$ cat src/hw/wb_host_pkg.sv
`default_nettype none

package wb_host_pkg;

   //----------------------------------------------------------------------
   // bus geometry
   //----------------------------------------------------------------------
   localparam int WB_ADR_W      = 32;   // byte address
   localparam int WB_DAT_W      = 32;   // data path
   localparam int WB_SEL_W      = 4;    // one enable per byte

   // adr[23] high -> local register bank, low -> remote slave
   localparam int LOCAL_ADR_BIT = 23;

   // indirect msb for the remote side, {bank_sel, adr[23:0]}
   localparam int BANK_W        = 8;

   //----------------------------------------------------------------------
   // local register map
   //----------------------------------------------------------------------
   // word index taken from adr[3:2]
   localparam int REG_IDX_W     = 2;

   localparam logic [REG_IDX_W-1:0] REG_GLB_CTRL  = 2'd0; // global + clock ctrl
   localparam logic [REG_IDX_W-1:0] REG_BANK_SEL  = 2'd1; // 8 bit, zero extended
   localparam logic [REG_IDX_W-1:0] REG_CLK_CTRL1 = 2'd2;
   localparam logic [REG_IDX_W-1:0] REG_CLK_CTRL2 = 2'd3;

   //----------------------------------------------------------------------
   // global / clock control word
   //----------------------------------------------------------------------
   // software sees one 32 bit word, the clock block sees the fields
   //   [31:24] usb clock ctrl
   //   [23:20] cpu clock ctrl
   //   [19:12] rtc clock ctrl
   //   [11:8]  wb clock ctrl
   //   [7:0]   global ctrl, bit 0 is internal reset release
   typedef union packed {
      logic [WB_DAT_W-1:0] raw;    // as written / read back
      struct packed {
         logic [7:0] usb_clk;      // [7] div enable, [6:0] ratio
         logic [3:0] cpu_clk;      // [3] src sel, [2] div, [1:0] ratio
         logic [7:0] rtc_clk;      // divider ratio
         logic [3:0] wb_clk;       // same layout as cpu
         logic [7:0] glb;          // global controls
      } f;
   } glb_ctrl_t;

endpackage

`default_nettype wire

$ cat src/hw/wb_host_req.sv
`timescale 1ns/1ps
`default_nettype none

// request side
// master strobe is registered so the rest of the bridge sees a
// multi-cycle request, then split once into local / remote
module wb_host_req (
   input  logic wbm_clk_i,     // bus clock
   input  logic wbm_rst_n,     // async, active low
   input  logic wbm_stb_i,     // raw master strobe
   input  logic local_bit_i,   // adr[23] of the held address
   input  logic resp_busy_i,   // response in flight, block new request
   output logic req_local_o,   // level, register bank access
   output logic req_remote_o   // level, slave port access
);

   logic stb_req_q;   // strobe, one cycle late
   logic req_live;    // request not yet answered

   //----------------------------------------------------------------------
   // stage 1, registered strobe
   //----------------------------------------------------------------------
   // while a response is on its way back the strobe is still high,
   // so it must not look like a new request
   always_ff @(posedge wbm_clk_i or negedge wbm_rst_n)
   begin
      if (!wbm_rst_n)
      begin
         stb_req_q <= 1'b0;
      end
      else
      begin
         stb_req_q <= wbm_stb_i & !resp_busy_i;
      end
   end

   assign req_live = stb_req_q & !resp_busy_i;   // drop as soon as ack merges

   //----------------------------------------------------------------------
   // stage 2, classification
   //----------------------------------------------------------------------
   // address is held by the master for the whole access, so the
   // decode is stable while req_live is high
   always_ff @(posedge wbm_clk_i or negedge wbm_rst_n)
   begin
      if (!wbm_rst_n)
      begin
         req_local_o  <= 1'b0;
         req_remote_o <= 1'b0;
      end
      else
      begin
         req_local_o  <= req_live &  local_bit_i;  // bank access
         req_remote_o <= req_live & !local_bit_i;  // forward to slave
      end
   end

   //----------------------------------------------------------------------
   // checks
   //----------------------------------------------------------------------
   // one target per access, the two paths share the master response
   a_req_onehot : assert property (
      @(posedge wbm_clk_i) disable iff (!wbm_rst_n)
      !(req_local_o && req_remote_o)
   ) else $error("wb_host_req: local and remote request both active");

endmodule

`default_nettype wire

$ cat src/hw/wb_host_regs.sv
`timescale 1ns/1ps
`default_nettype none

// local register bank
// four words behind adr[23], index from adr[3:2]
// global/clock ctrl, bank select, clock ctrl 1 and 2
module wb_host_regs
   import wb_host_pkg::*;
#(
   parameter logic [BANK_W-1:0] BANK_SEL_RST = 8'h10   // reset bank for remote msb
) (
   input  logic                 wbm_clk_i,     // bus clock
   input  logic                 wbm_rst_n,     // async, active low
   input  logic                 req_local_i,   // level from request side
   input  logic                 we_i,          // 1 write, 0 read
   input  logic [REG_IDX_W-1:0] reg_idx_i,     // word index
   input  logic [WB_DAT_W-1:0]  wdata_i,       // master write data
   output logic                 reg_ack_o,     // single cycle
   output logic [WB_DAT_W-1:0]  reg_rdata_o,   // captured with ack
   output logic [BANK_W-1:0]    bank_sel_o,    // remote address msb
   output glb_ctrl_t            glb_ctrl_o,    // global + clock ctrl word
   output logic [WB_DAT_W-1:0]  clk_ctrl1_o,
   output logic [WB_DAT_W-1:0]  clk_ctrl2_o
);

   logic                 acc_en;     // request seen, no ack yet
   logic                 wr_en;
   logic                 rd_en;
   logic [WB_DAT_W-1:0]  rd_mux;     // combinational read data

   //----------------------------------------------------------------------
   // access decode
   //----------------------------------------------------------------------
   // req_local stays high for the ack cycle too, so the pending ack
   // stops a second write / second pulse
   assign acc_en = req_local_i & !reg_ack_o;
   assign wr_en  = acc_en &  we_i;
   assign rd_en  = acc_en & !we_i;

   //----------------------------------------------------------------------
   // registers
   //----------------------------------------------------------------------
   // full word writes, byte enables are not looked at
   always_ff @(posedge wbm_clk_i or negedge wbm_rst_n)
   begin
      if (!wbm_rst_n)
      begin
         glb_ctrl_o.raw <= '0;             // holds internal reset asserted
         bank_sel_o     <= BANK_SEL_RST;
         clk_ctrl1_o    <= '0;
         clk_ctrl2_o    <= '0;
      end
      else if (wr_en)
      begin
         case (reg_idx_i)
            REG_GLB_CTRL  : glb_ctrl_o.raw <= wdata_i;
            REG_BANK_SEL  : bank_sel_o     <= wdata_i[BANK_W-1:0];  // low byte only
            REG_CLK_CTRL1 : clk_ctrl1_o    <= wdata_i;
            REG_CLK_CTRL2 : clk_ctrl2_o    <= wdata_i;
            default       : ;
         endcase
      end
   end

   //----------------------------------------------------------------------
   // read back
   //----------------------------------------------------------------------
   always_comb
   begin
      rd_mux = '0;
      case (reg_idx_i)
         REG_GLB_CTRL  : rd_mux = glb_ctrl_o.raw;
         REG_BANK_SEL  : rd_mux = {{(WB_DAT_W-BANK_W){1'b0}}, bank_sel_o};
         REG_CLK_CTRL1 : rd_mux = clk_ctrl1_o;
         REG_CLK_CTRL2 : rd_mux = clk_ctrl2_o;
         default       : rd_mux = '0;
      endcase
   end

   //----------------------------------------------------------------------
   // acknowledge + read capture
   //----------------------------------------------------------------------
   // ack one cycle after req_local, data lands on the same edge
   always_ff @(posedge wbm_clk_i or negedge wbm_rst_n)
   begin
      if (!wbm_rst_n)
      begin
         reg_ack_o   <= 1'b0;
         reg_rdata_o <= '0;
      end
      else
      begin
         reg_ack_o <= acc_en;              // write or read, same latency
         if (rd_en)
         begin
            reg_rdata_o <= rd_mux;         // hold until next read
         end
      end
   end

   //----------------------------------------------------------------------
   // checks
   //----------------------------------------------------------------------
   // a held local request must still give exactly one ack
   a_reg_ack_pulse : assert property (
      @(posedge wbm_clk_i) disable iff (!wbm_rst_n)
      reg_ack_o |=> !reg_ack_o
   ) else $error("wb_host_regs: reg_ack held for more than one cycle");

endmodule

`default_nettype wire

$ cat src/hw/wb_host_fwd.sv
`timescale 1ns/1ps
`default_nettype none

// forward / response side
// drives the slave port for remote requests, merges local and remote
// responses and registers them back to the master
module wb_host_fwd
   import wb_host_pkg::*;
(
   input  logic                wbm_clk_i,     // bus clock
   input  logic                wbm_rst_n,     // async, active low
   input  logic                req_remote_i,  // level from request side
   input  logic                wbm_cyc_i,
   input  logic                wbm_we_i,
   input  logic [WB_ADR_W-1:0] wbm_adr_i,
   input  logic [WB_DAT_W-1:0] wbm_dat_i,
   input  logic [WB_SEL_W-1:0] wbm_sel_i,
   input  logic [BANK_W-1:0]   bank_sel_i,    // indirect msb
   input  logic                reg_ack_i,     // local response
   input  logic [WB_DAT_W-1:0] reg_rdata_i,
   output logic                wbs_cyc_o,
   output logic                wbs_stb_o,
   output logic                wbs_we_o,
   output logic [WB_ADR_W-1:0] wbs_adr_o,
   output logic [WB_DAT_W-1:0] wbs_dat_o,
   output logic [WB_SEL_W-1:0] wbs_sel_o,
   input  logic [WB_DAT_W-1:0] wbs_dat_i,
   input  logic                wbs_ack_i,
   input  logic                wbs_err_i,
   output logic [WB_DAT_W-1:0] wbm_dat_o,     // holds last response data
   output logic                wbm_ack_o,
   output logic                wbm_err_o,
   output logic                resp_busy_o    // ends the request upstream
);

   logic                remote_done;   // slave terminated the cycle
   logic                mrg_ack;
   logic                mrg_err;
   logic [WB_DAT_W-1:0] mrg_dat;

   //----------------------------------------------------------------------
   // slave port
   //----------------------------------------------------------------------
   assign wbs_cyc_o = wbm_cyc_i;       // cycle passes straight through
   assign wbs_stb_o = req_remote_i;    // drops the cycle after ack
   assign wbs_we_o  = wbm_we_i;
   assign wbs_dat_o = wbm_dat_i;
   assign wbs_sel_o = wbm_sel_i;
   // more than 16MB behind the bridge, msb come from bank select
   assign wbs_adr_o = {bank_sel_i, wbm_adr_i[LOCAL_ADR_BIT:0]};

   //----------------------------------------------------------------------
   // response merge
   //----------------------------------------------------------------------
   assign remote_done = (wbs_ack_i | wbs_err_i) & req_remote_i;  // ignore stray acks
   assign mrg_ack     = reg_ack_i | remote_done;
   assign mrg_err     = !reg_ack_i & wbs_err_i & req_remote_i;   // local never errs
   assign mrg_dat     = reg_ack_i ? reg_rdata_i : wbs_dat_i;

   // merged ack now or registered ack last cycle
   assign resp_busy_o = mrg_ack | wbm_ack_o;

   always_ff @(posedge wbm_clk_i or negedge wbm_rst_n)
   begin
      if (!wbm_rst_n)
      begin
         wbm_ack_o <= 1'b0;
         wbm_err_o <= 1'b0;
         wbm_dat_o <= '0;
      end
      else
      begin
         wbm_ack_o <= mrg_ack;
         wbm_err_o <= mrg_err;
         if (mrg_ack)
         begin
            wbm_dat_o <= mrg_dat;          // keep last data on the bus
         end
      end
   end

   //----------------------------------------------------------------------
   // checks
   //----------------------------------------------------------------------
   a_stb_in_cyc : assert property (
      @(posedge wbm_clk_i) disable iff (!wbm_rst_n)
      wbs_stb_o |-> wbs_cyc_o
   ) else $error("wb_host_fwd: slave strobe outside a bus cycle");

   a_err_with_ack : assert property (
      @(posedge wbm_clk_i) disable iff (!wbm_rst_n)
      wbm_err_o |-> wbm_ack_o
   ) else $error("wb_host_fwd: master err without ack");

endmodule

`default_nettype wire

$ cat src/hw/wb_host.sv
`timescale 1ns/1ps
`default_nettype none

// wishbone host bridge, single clock
// adr[23] high -> local registers, low -> slave port with banked msb
module wb_host
   import wb_host_pkg::*;
#(
   parameter logic [BANK_W-1:0] BANK_SEL_RST = 8'h10   // bank select after reset
) (
   input  logic                wbm_clk_i,          // bus clock
   input  logic                wbm_rst_n,          // async, active low

   // master port
   input  logic                wbm_cyc_i,
   input  logic                wbm_stb_i,
   input  logic                wbm_we_i,
   input  logic [WB_ADR_W-1:0] wbm_adr_i,
   input  logic [WB_DAT_W-1:0] wbm_dat_i,
   input  logic [WB_SEL_W-1:0] wbm_sel_i,
   output logic [WB_DAT_W-1:0] wbm_dat_o,
   output logic                wbm_ack_o,
   output logic                wbm_err_o,

   // slave port
   output logic                wbs_cyc_o,
   output logic                wbs_stb_o,
   output logic                wbs_we_o,
   output logic [WB_ADR_W-1:0] wbs_adr_o,
   output logic [WB_DAT_W-1:0] wbs_dat_o,
   output logic [WB_SEL_W-1:0] wbs_sel_o,
   input  logic [WB_DAT_W-1:0] wbs_dat_i,
   input  logic                wbs_ack_i,
   input  logic                wbs_err_i,

   // to the external clock / reset block
   output logic                wbd_int_rst_n_o,    // glb bit 0
   output logic [7:0]          cfg_glb_ctrl_o,
   output logic [3:0]          cfg_wb_clk_ctrl_o,
   output logic [7:0]          cfg_rtc_clk_ctrl_o,
   output logic [3:0]          cfg_cpu_clk_ctrl_o,
   output logic [7:0]          cfg_usb_clk_ctrl_o,
   output logic [WB_DAT_W-1:0] cfg_clk_ctrl1_o,
   output logic [WB_DAT_W-1:0] cfg_clk_ctrl2_o
);

   logic                req_local;
   logic                req_remote;
   logic                resp_busy;
   logic                reg_ack;
   logic [WB_DAT_W-1:0] reg_rdata;
   logic [BANK_W-1:0]   bank_sel;
   glb_ctrl_t           glb_ctrl;

   //----------------------------------------------------------------------
   // request side
   //----------------------------------------------------------------------
   wb_host_req u_req (
      .wbm_clk_i    (wbm_clk_i                ),
      .wbm_rst_n    (wbm_rst_n                ),
      .wbm_stb_i    (wbm_stb_i                ),
      .local_bit_i  (wbm_adr_i[LOCAL_ADR_BIT] ),  // target decode
      .resp_busy_i  (resp_busy                ),
      .req_local_o  (req_local                ),
      .req_remote_o (req_remote               )
   );

   //----------------------------------------------------------------------
   // local register bank
   //----------------------------------------------------------------------
   wb_host_regs #(
      .BANK_SEL_RST (BANK_SEL_RST)
   ) u_regs (
      .wbm_clk_i   (wbm_clk_i                  ),
      .wbm_rst_n   (wbm_rst_n                  ),
      .req_local_i (req_local                  ),
      .we_i        (wbm_we_i                   ),
      .reg_idx_i   (wbm_adr_i[REG_IDX_W+1:2]   ),  // word index
      .wdata_i     (wbm_dat_i                  ),
      .reg_ack_o   (reg_ack                    ),
      .reg_rdata_o (reg_rdata                  ),
      .bank_sel_o  (bank_sel                   ),
      .glb_ctrl_o  (glb_ctrl                   ),
      .clk_ctrl1_o (cfg_clk_ctrl1_o            ),
      .clk_ctrl2_o (cfg_clk_ctrl2_o            )
   );

   //----------------------------------------------------------------------
   // forward / response side
   //----------------------------------------------------------------------
   wb_host_fwd u_fwd (
      .wbm_clk_i    (wbm_clk_i  ),
      .wbm_rst_n    (wbm_rst_n  ),
      .req_remote_i (req_remote ),
      .wbm_cyc_i    (wbm_cyc_i  ),
      .wbm_we_i     (wbm_we_i   ),
      .wbm_adr_i    (wbm_adr_i  ),
      .wbm_dat_i    (wbm_dat_i  ),
      .wbm_sel_i    (wbm_sel_i  ),
      .bank_sel_i   (bank_sel   ),
      .reg_ack_i    (reg_ack    ),
      .reg_rdata_i  (reg_rdata  ),
      .wbs_cyc_o    (wbs_cyc_o  ),
      .wbs_stb_o    (wbs_stb_o  ),
      .wbs_we_o     (wbs_we_o   ),
      .wbs_adr_o    (wbs_adr_o  ),
      .wbs_dat_o    (wbs_dat_o  ),
      .wbs_sel_o    (wbs_sel_o  ),
      .wbs_dat_i    (wbs_dat_i  ),
      .wbs_ack_i    (wbs_ack_i  ),
      .wbs_err_i    (wbs_err_i  ),
      .wbm_dat_o    (wbm_dat_o  ),
      .wbm_ack_o    (wbm_ack_o  ),
      .wbm_err_o    (wbm_err_o  ),
      .resp_busy_o  (resp_busy  )
   );

   //----------------------------------------------------------------------
   // control word fields
   //----------------------------------------------------------------------
   assign cfg_glb_ctrl_o     = glb_ctrl.f.glb;
   assign cfg_wb_clk_ctrl_o  = glb_ctrl.f.wb_clk;
   assign cfg_rtc_clk_ctrl_o = glb_ctrl.f.rtc_clk;
   assign cfg_cpu_clk_ctrl_o = glb_ctrl.f.cpu_clk;
   assign cfg_usb_clk_ctrl_o = glb_ctrl.f.usb_clk;
   assign wbd_int_rst_n_o    = glb_ctrl.f.glb[0];   // low until software releases

endmodule

`default_nettype wire

$ cat config.mk
export PLATFORM = sky130hd
export DESIGN_NAME = wb_host
export DESIGN_NICKNAME = d
export VERILOG_FILES = /design/src/hw/wb_host_pkg.sv /design/src/hw/wb_host_req.sv /design/src/hw/wb_host_regs.sv /design/src/hw/wb_host_fwd.sv /design/src/hw/wb_host.sv
export SDC_FILE = /design/constraint.sdc
export NUM_CORES = 1
export LEC_CHECK = 0
export BUFFER_PORTS_ARGS = -buffer_cell sky130_fd_sc_hd__buf_2
export CORE_ASPECT_RATIO = 2
export CORE_MARGIN = 3
export CORE_UTILIZATION = 49
export DETAILED_ROUTE_END_ITERATION = 8
export PLACE_DENSITY = 0.78
export SLEW_MARGIN = 20
export SYNTH_ARGS = -nofsm -noshare
export SYNTH_HDL_FRONTEND = slang
export SYNTH_SLANG_ARGS = --single-unit
$ cat constraint.sdc
create_clock -name wbm_clk_i -period 2.2 [get_ports wbm_clk_i]
set_clock_uncertainty 0.1 [all_clocks]
set_input_delay 0.22 -clock wbm_clk_i [delete_from_list [all_inputs] [get_ports wbm_clk_i]]
set_output_delay 0.22 -clock wbm_clk_i [all_outputs]
set_load 0.05 [all_outputs]
==> results.py, run 1 <==
metrics = {
    "power": {
        "ir_drop_uv": 916.1,
        "p_leak_nw": 4.994,
        "powerDensity_nw_per_um2": 1677,
        "power_w": 0.01715,
    },
    "critical_path": {
        "crit_required_ns": 2.40,
        "setup.worst_path.class": "flip-flop to flip-flop",
        "setup.worst_path.start_class": "flip-flop",
        "worstPathArrival_ns": 2.00,
        "cp_slowest_stage_delay_ns": 0.41,
        "crit_slowest_cell": "dfrtp_1",
        "critPathCaptureType": "flip-flop",
        "worstPathCellList": "buf_4, nor3b_4, buf_12, mux2_2",
        "critPathLaunch": "u_regs.reg_ack_o",
        "r2r_start": "u_regs.reg_ack_o",
        "crit_fanout": 56,
    },
    "layout": {
        "final_util_pct": 64.50,
        "nNetsFinal": 932,
        "diodes": 0,
        "drive_gt1_share_pct": 55.91,
        "fillers": 1207,
        "area_growth_pct": 28.98,
    },
    "clock_tree": {
        "clock-sinks": 174,
        "ctsLongestPathBuffers": 2,
        "numCtsBuffers": 17,
        "cts_resized": 0,
        "cts-root-buf": "clkbuf_16",
        "cts_tree": "built",
        "htree_levels": 4,
        "clkTransAtPathRegs_ns": 0.06,
        "clk-insertion-delay-late_ns": 0.42,
    },
    "timing": {
        "fin_setup_tns_ns": 0,
        "relSlewSlack_pct": 66.90,
        "finalHoldViolations": 0,
        "rsz0062_at_grt": "no",
        "finalCriticalPeriod_ns": 1.798,
        "post-route-period-util_pct": 81.74,
        "drv_slew": 0,
        "max_freq_mhz": 556.1,
        "worst_slew_pin_slew_ns": 0.4964,
        "worst_slack_ns": 0.4016,
        "setup_viol": 0,
    },
    "floorplan": {
        "die_w_um": 95.96,
        "io_pins": 309,
        "fp.coreArea_um2": 15860,
        "die_y_um": 185.9,
        "dieArea_um2": 17840,
        "rows": 65,
        "start_util_pct": 50.01,
    },
    "yosys": {
        "synth_area_um2": 7931,
        "yosysSeqAreaShare_pct": 54.91,
        "yosysWarnings": 0,
        "synth_fp_nets": 678,
        "synthCells": 571,
        "synth-seq-cells": 174,
        "avgSynthCellArea_um2": 13.89,
        "yosysUniqueCellTypes": 30,
    },
    "drt": {
        "finalWirelength_um": 22510,
        "drc": 0,
        "drt_iter0_drc": 228,
        "wl_per_cell_um": 21.68,
        "via_per_inst": 5.535,
        "drtPass1Iterations": 5,
        "ant_nets": 0,
        "vias": 5745,
    },
    "grt": {
        "grt_max_degree": 57,
        "track_usage_pct": 25.48,
        "antenna_found_initial": 0,
        "grt_pass1_wl_um": 33590,
        "first_global_vias": 6218,
        "global_route.overflow_total": 0,
    },
    "placement": {
        "pre_cts_slack_ns": 0.2994,
        "port_buffers": 248,
        "hpwl_um": 15780,
        "gp_congestion": 0.7763,
    },
    "worst_hold_path": {
        "min_path_type": "input port to async pin",
    },
    "run_status": {
        "status": "finished clean",
    },
    "run": {
        "cap_violations": 0,
    },
}
==> registers in the layout, indices dropped and copies added (netlist names) <==
signal and cells:
u_fwd.wbm_dat_o 32, u_regs.clk_ctrl1_o 32, u_regs.clk_ctrl2_o 32, u_regs.glb_ctrl_o 32, u_regs.reg_rdata_o 32, u_regs.bank_sel_o 8
u_fwd.wbm_ack_o 1, u_fwd.wbm_err_o 1, u_regs.reg_ack_o 1, u_req.req_local_o 1, u_req.req_remote_o 1, u_req.stb_req_q 1
==> worst max-delay path, delay by kind of cell, from the launching register on <==
family / cells / cell delay (ns)
multiplexers: 1 / 0.37
buffers and inverters: 2 / 0.54
flip-flops: 1 / 0.41
AND/OR/NAND/NOR: 1 / 0.25
==> cell families (layout without fill, tap and decap cells) <==
family | Yosys count | after routing | share of synthesized area, %
muxes | 144 | 144 | 21.86
AOI/OAI and AO/OA | 81 | 81 | 8.424
buffers and inverters | 103 | 369 | 9.355
DFF | 174 | 174 | 54.91
and+or+nand+nor | 69 | 69 | 5.443
==> per-layer routing <==
layer / share of wire [%] / GRT usage (%)
met3: 4.8 / 4.612
met1: 34 / 25.49
met2: 54 / 45.23
met5: 0 / 0
met4: 7.8 / 19.38
==> cells in the final DEF, fill, tap and decap left out, drive strengths merged <==
cell type / count
nor3b: 2
mux4: 8
a21oi: 24
and3b: 1
nand4: 1
bufinv: 3
o221a: 32
or2: 1
a22oi: 24
mux2: 136
and3: 1
and4b: 1
clkinv: 1
a21o: 1
buf: 268
inv: 3
nand2b: 32
nor2b: 1
dfstp: 1
nor2: 25
nand4b: 1
clkinvlp: 4
dlygate4sd3: 68
nand3b: 1
clkbuf: 22
dfrtp: 173
nor4: 2
==> power breakdown <==
part | internal, W | switching, W
combinational | 0.00256 | 0.00590
clock | 0.00187 | 0.00122
sequential | 0.00463 | 0.000974
==> synthesized netlist by cell type, drive strengths merged <==
library cell    n  share of area [%]
or2             1              0.079
nand4           1               0.27
inv             2              0.095
dfrtp         173                 55
nand4b          1               0.30
buf            97                9.1
nor2b           1               0.17
nor2           25                1.3
nand2b         32                2.5
nor3b           2               0.25
dfstp           1               0.33
mux4            8                2.3
clkbuf          4               0.19
mux2          136                 20
a22oi          24                2.3
a21o            1              0.095
and3            1              0.079
nor4            2               0.16
a21oi          24                1.5
o221a          32                4.5
and3b           1               0.11
and4b           1               0.13
nand3b          1              0.095
==> cell type report <==
cell class / instances / area (µm²) / share of cell area, %
clock buffers: 22 / 474.2 / 4.636
clock inverters: 9 / 133.9 / 1.309
inverters: 2 / 7.507 / 0.07339
multi-input cells: 294 / 2841 / 27.78
flip-flops and latches: 174 / 4355 / 42.58
well taps: 201 / 251.5 / 2.458
repair buffers: 336 / 2166 / 21.17
==> final timing paths <==
kind	endpoint	slack (ns)	cells after the start
worst max-delay path	u_regs.reg_rdata_o[5]	0.40	4
worst min-delay path	u_regs.clk_ctrl1_o[20]	0.20	2
worst max register to register	u_regs.reg_rdata_o[5]	0.40	4
worst min register to register	u_regs.reg_rdata_o[4]	0.41	1
max in group asynchronous	u_fwd.wbm_dat_o[25]	1.12	3
min in group wbm_clk_i	u_regs.clk_ctrl2_o[12]	0.32	3
==> stage by stage <==
stage | cell area, µm² | instances | hold WS (ns)
2_1_floorplan | 7931 | 571 | -0.1756
3_3_place_gp | 8941 | 939 | 0.08832
3_5_place_dp | 8941 | 939 | 0.09326
4_1_cts | 10230 | 1038 | 0.2091
5_1_grt | 10230 | 1038 | 0.2461
6_report | 10230 | 1038 | 0.2037
==> repair_timing <==
item	in CTS	in global routing
endpoints found under the setup margin	0	0
setup buffers	0	0
hold buffers	68	0
endpoints found under the hold margin	184	0
Power figures use the tool's default switching activity.
==> run 2: changes to the inputs <==
clock period = 1.8 ns   (was 2.2 ns; I/O delays follow)
==> results.py, run 2 (synthesis gave the netlist of run 1 again) <==
metrics = {
    "drt": {
        "finalWirelength_um": 22310,
        "vias": 5729,
        "dr.max_layer_used": "met4",
        "ant_nets": 0,
        "drt_iter0_drc": 258,
        "met2_length_um": 12090,
        "wl_per_cell_um": 21.45,
        "wl_met3_um": 1148,
        "via_per_inst": 5.509,
        "drt-met1-wl_um": 7638,
        "drtPass1Iterations": 4,
        "drc": 0,
    },
    "floorplan": {
        "die_w_um": 95.96,
        "start_util_pct": 50.01,
        "io_pins": 309,
        "die_y_um": 185.9,
        "dieArea_um2": 17840,
        "fp.coreArea_um2": 15860,
        "rows": 65,
    },
    "clock_tree": {
        "clk-insertion-delay-late_ns": 0.42,
        "cts_tree": "built",
        "clock-sinks": 174,
        "htree_levels": 4,
        "numCtsBuffers": 17,
        "cts-root-buf": "clkbuf_16",
        "ctsLongestPathBuffers": 2,
        "clkTransAtPathRegs_ns": 0.07,
    },
    "timing": {
        "finalCriticalPeriod_ns": 1.735,
        "finalHoldViolations": 0,
        "worst_slew_pin_slew_ns": 0.5364,
        "rsz0062_at_grt": "no",
        "relSlewSlack_pct": 64.24,
        "setup_viol": 0,
        "fin_setup_tns_ns": 0,
        "post-route-period-util_pct": 96.39,
        "max_freq_mhz": 576.4,
        "worst_slack_ns": 0.06494,
        "drv_slew": 0,
    },
    "run_status": {
        "status": "finished clean",
    },
    "power": {
        "ir_drop_uv": 1265,
        "p_leak_nw": 5.039,
        "powerDensity_nw_per_um2": 2065,
        "power_w": 0.02133,
    },
    "grt": {
        "grt_pass1_wl_um": 33330,
        "track_usage_pct": 25.20,
        "global_route.overflow_total": 0,
        "antenna_found_initial": 0,
        "grt_max_degree": 99,
        "first_global_vias": 6172,
    },
    "layout": {
        "final_common_cell": "buf_2",
        "diodes": 0,
        "nNetsFinal": 935,
        "drive_gt1_share_pct": 56.02,
        "final_cell_mix": "buf_2, dfrtp_1, mux2_2",
        "area_growth_pct": 30.26,
    },
    "critical_path": {
        "critPathCaptureType": "flip-flop",
        "setup.worst_path.class": "flip-flop to flip-flop",
        "worstPathArrival_ns": 1.93,
        "crit_required_ns": 2.00,
        "crit_fanout": 24,
        "setup.worst_path.start_class": "flip-flop",
    },
    "placement": {
        "gp_congestion": 0.7879,
        "port_buffers": 248,
        "hpwl_um": 15540,
        "pre_cts_slack_ns": 0.08724,
    },
    "run": {
        "cap_violations": 0,
    },
    "worst_hold_path": {
        "min_path_type": "input port to async pin",
    },
}
[run 2: what timing repair did]
| item | in CTS | in global routing |
|---|---|---|
| hold buffers | 68 | 0 |
| resized for setup | 0 | 1 |
| endpoints found under the setup margin | 0 | 1 |
| endpoints found under the hold margin | 313 | 0 |
| buffers inserted | 0 | 0 |
[run 2: power breakdown]
group | internal (W) | leakage (nW) | switching [W]
Combinational | 0.00315 | 2.56 | 0.00717
Sequential | 0.00566 | 2.17 | 0.00122
Clock | 0.00263 | 0.309 | 0.00151
Total | 0.0114 | 5.04 | 0.00989
[run 2: cell type report]
cell class | instances | area (µm²)
clock buffers | 20 | 446.7
clock inverters | 10 | 211.5
fillers | 1199 | 5528
inverters | 2 | 7.507
multi-input cells | 294 | 2841
flip-flops and latches | 174 | 4355
well taps | 201 | 251.5
repair buffers | 339 | 2217
[run 2: layer usage]
layer | vias up | track usage, %
met5 | - | 0
met4 | 0 | 16.93
met3 | 90 | 4.409
met2 | 250 | 45.48
met1 | 2876 | 25.63
li1 | 2513 | -
[run 2: per-stage QoR]
| step | area, µm² | hold slack (ns) | util (%) | std cells |
|---|---|---|---|---|
| CTS | 10330 | 0.01187 | 65.12 | 1040 |
| detailed placement | 8989 | -0.1061 | 56.68 | 942 |
| global placement | 8989 | -0.1079 | 56.68 | 942 |
| floorplan | 7931 | -0.2156 | - | 571 |
| finish | 10330 | 0.02892 | 65.14 | 1040 |
| global route | 10330 | 0.03676 | 65.14 | 1040 |
[run 2: final timing paths]
check / start / endpoint / slack (ns) / cells after the start
max: u_regs.reg_ack_o / u_regs.reg_rdata_o[5] / 0.06 / 4
min: wbm_rst_n / u_regs.glb_ctrl_o[20] / 0.03 / 2
max reg2reg: u_regs.reg_ack_o / u_regs.reg_rdata_o[5] / 0.06 / 4
min reg2reg: u_regs.reg_rdata_o[4] / u_regs.reg_rdata_o[4] / 0.40 / 1
max in group asynchronous: wbm_rst_n / u_regs.bank_sel_o[4] / 0.82 / 3
min in group wbm_clk_i: wbm_adr_i[19] / wbs_adr_o[19] / 0.26 / 0
[run 2: worst max-delay path: stages, from the launching register on]
cell     delay (ns)
dfrtp_1        0.43
buf_4          0.21
nor3b_4        0.28
buf_12         0.22
mux2_2         0.35
==> run 3: changes to the inputs <==
PLACE_DENSITY = 0.8   (was 0.78)
==> results.py, run 3 (synthesis gave the netlist of run 1 again) <==
metrics = {
    "grt": {
        "grt.met2_usage_pct": 44.12,
        "global_route.overflow_total": 0,
        "antenna_found_initial": 1,
        "grt_max_degree": 49,
        "first_global_vias": 6090,
        "track_usage_pct": 25.28,
        "grt.busiest_layer": "met2",
        "grt_pass1_wl_um": 33380,
        "grtUsageMet1_pct": 27.46,
        "globalRouteMet3Util_pct": 3.964,
    },
    "critical_path": {
        "setup.worst_path.class": "input port to flip-flop",
        "endpoint": "u_fwd.wbm_dat_o[20]",
        "rr_endpoint": "u_regs.reg_rdata_o[29]",
        "critPathLaunch": "wbs_err_i",
        "reg2regPathDepth": 5,
        "crit_required_ns": 2.00,
        "r2r_start": "u_regs.reg_ack_o",
        "reg2reg_setup_slack_ns": 0.11,
        "crit_fanout": 36,
        "worstPathArrival_ns": 1.92,
        "critPathCaptureType": "flip-flop",
        "setup.worst_path.start_class": "input port",
    },
    "drt": {
        "drtPass1Iterations": 5,
        "vias": 5661,
        "via_per_inst": 5.407,
        "finalWirelength_um": 21890,
        "wl_per_cell_um": 20.91,
        "drt_iter0_drc": 234,
        "drc": 0,
        "ant_nets": 0,
    },
    "clock_tree": {
        "htree_levels": 4,
        "cts_tree": "built",
        "ctsLongestPathBuffers": 2,
        "clk-insertion-delay-late_ns": 0.42,
        "postCtsSetupBuffers": 0,
        "numCtsBuffers": 17,
        "clkTransAtPathRegs_ns": 0.06,
        "clock-sinks": 174,
        "cts-root-buf": "clkbuf_16",
    },
    "timing": {
        "setup_viol": 0,
        "holdWs_ns": 0.1125,
        "worst_slew_pin_slew_ns": 0.4406,
        "rsz0062_at_grt": "no",
        "post-route-period-util_pct": 95.34,
        "drv_slew": 0,
        "finalHoldViolations": 0,
        "relSlewSlack_pct": 70.62,
        "finalCriticalPeriod_ns": 1.716,
        "max_freq_mhz": 582.7,
        "fin_setup_tns_ns": 0,
    },
    "placement": {
        "gp_congestion": 0.8122,
        "port_buffers": 248,
        "hpwl_um": 14860,
    },
    "power": {
        "powerDensity_nw_per_um2": 2023,
        "power_frac_comb_pct": 49.6,
        "pwr-share-seq_pct": 32.7,
        "p_clk_share_pct": 17.7,
        "p_leak_nw": 5.031,
        "ir_drop_uv": 1356,
        "p_switching_w": 0.009913,
        "p_sw_share_pct": 47.64,
        "p_int_w": 0.01090,
    },
    "floorplan": {
        "rows": 65,
        "die_y_um": 185.9,
        "fp.coreArea_um2": 15860,
        "io_pins": 309,
        "start_util_pct": 50.01,
        "dieArea_um2": 17840,
        "die_w_um": 95.96,
    },
    "layout": {
        "fillers": 1178,
        "final_common_cell": "buf_2",
        "nNetsFinal": 939,
        "final_cell_mix": "buf_2, dfrtp_1, mux2_2",
        "drive_gt1_share_pct": 56.57,
        "area_growth_pct": 29.67,
    },
    "run_status": {
        "status": "finished clean",
    },
    "run": {
        "cap_violations": 0,
    },
    "worst_hold_path": {
        "min_path_type": "input port to async pin",
    },
}
## run 3: cell count changes in the layout (fill, tap and decap cells not counted)
cell       previous run  this run
buf_12                9         8
buf_4                13        19
buf_6                 2         1
bufinv_16             6         2
clkbuf_1              2         0
clkinv_2              0         2
clkinv_4              0         2
diode_2               0         1
inv_6                 1         4
inv_8                 0         1
## run 3: timing repair
action,4_1_cts,5_1_grt
resized for setup,0,0
endpoints found under the setup margin,0,0
hold buffers,68,0
endpoints found under the hold margin,313,0
## run 3: through the flow
stage / total power, W / area [µm²] / instances / util (%) / setup WS, ns
2_1_floorplan: 0.01461 / 7931 / 571 / - / 0.1545
3_3_place_gp: 0.01681 / 9006 / 946 / 56.79 / 0.1479
3_5_place_dp: 0.01706 / 9006 / 946 / 56.79 / 0.1128
4_1_cts: 0.02092 / 10280 / 1046 / 64.84 / 0.09326
5_1_grt: 0.02177 / 10280 / 1047 / 64.85 / 0.005705
6_report: 0.02081 / 10280 / 1047 / 64.85 / 0.08385
## run 3: power groups by stage
stage,sequential (W),combinational (W),clock (W)
finish,0.00681,0.0103,0.00369
global route,0.00704,0.0108,0.00395
CTS,0.00678,0.0104,0.00378
detailed placement,0.00685,0.0102,0
global placement,0.00674,0.0101,0
floorplan,0.0116,0.00305,0
## run 3: final cells by class
cell class	count	area [µm²]	area share (%)
flip-flops and latches	174	4355	42.35
diodes	1	2.502	0.02433
multi-input cells	294	2841	27.63
inverters	2	7.507	0.07299
repair buffers	343	2231	21.69
clock buffers	18	439.2	4.270
well taps	201	251.5	2.445
clock inverters	14	156.4	1.521
## run 3: metal layers
layer	vias to the layer above	wire, µm
met5	-	0
met4	0	1342
met3	93	1039
met2	219	11710
met1	2822	7795
li1	2527	-
## run 3: critical path, stage by stage
cell and delay, ns:
dlygate4sd3_1 0.57, buf_2 0.13, or2_1 0.26, a21o_1 0.18, buf_4 0.26, o221a_2 0.33
## run 3: how the worst min path moves through the flow
stage | startpoint | endpoint | slack, ns
after floorplan | wbm_rst_n | u_fwd.wbm_ack_o | -0.22
after global placement | wbm_rst_n | u_regs.clk_ctrl2_o[19] | -0.0009
after detailed placement | wbm_rst_n | u_regs.clk_ctrl2_o[18] | -0.006
after CTS | wbm_rst_n | u_regs.clk_ctrl2_o[18] | 0.11
after global routing | wbm_rst_n | u_regs.clk_ctrl2_o[19] | 0.15
final | wbm_rst_n | u_regs.clk_ctrl2_o[19] | 0.11
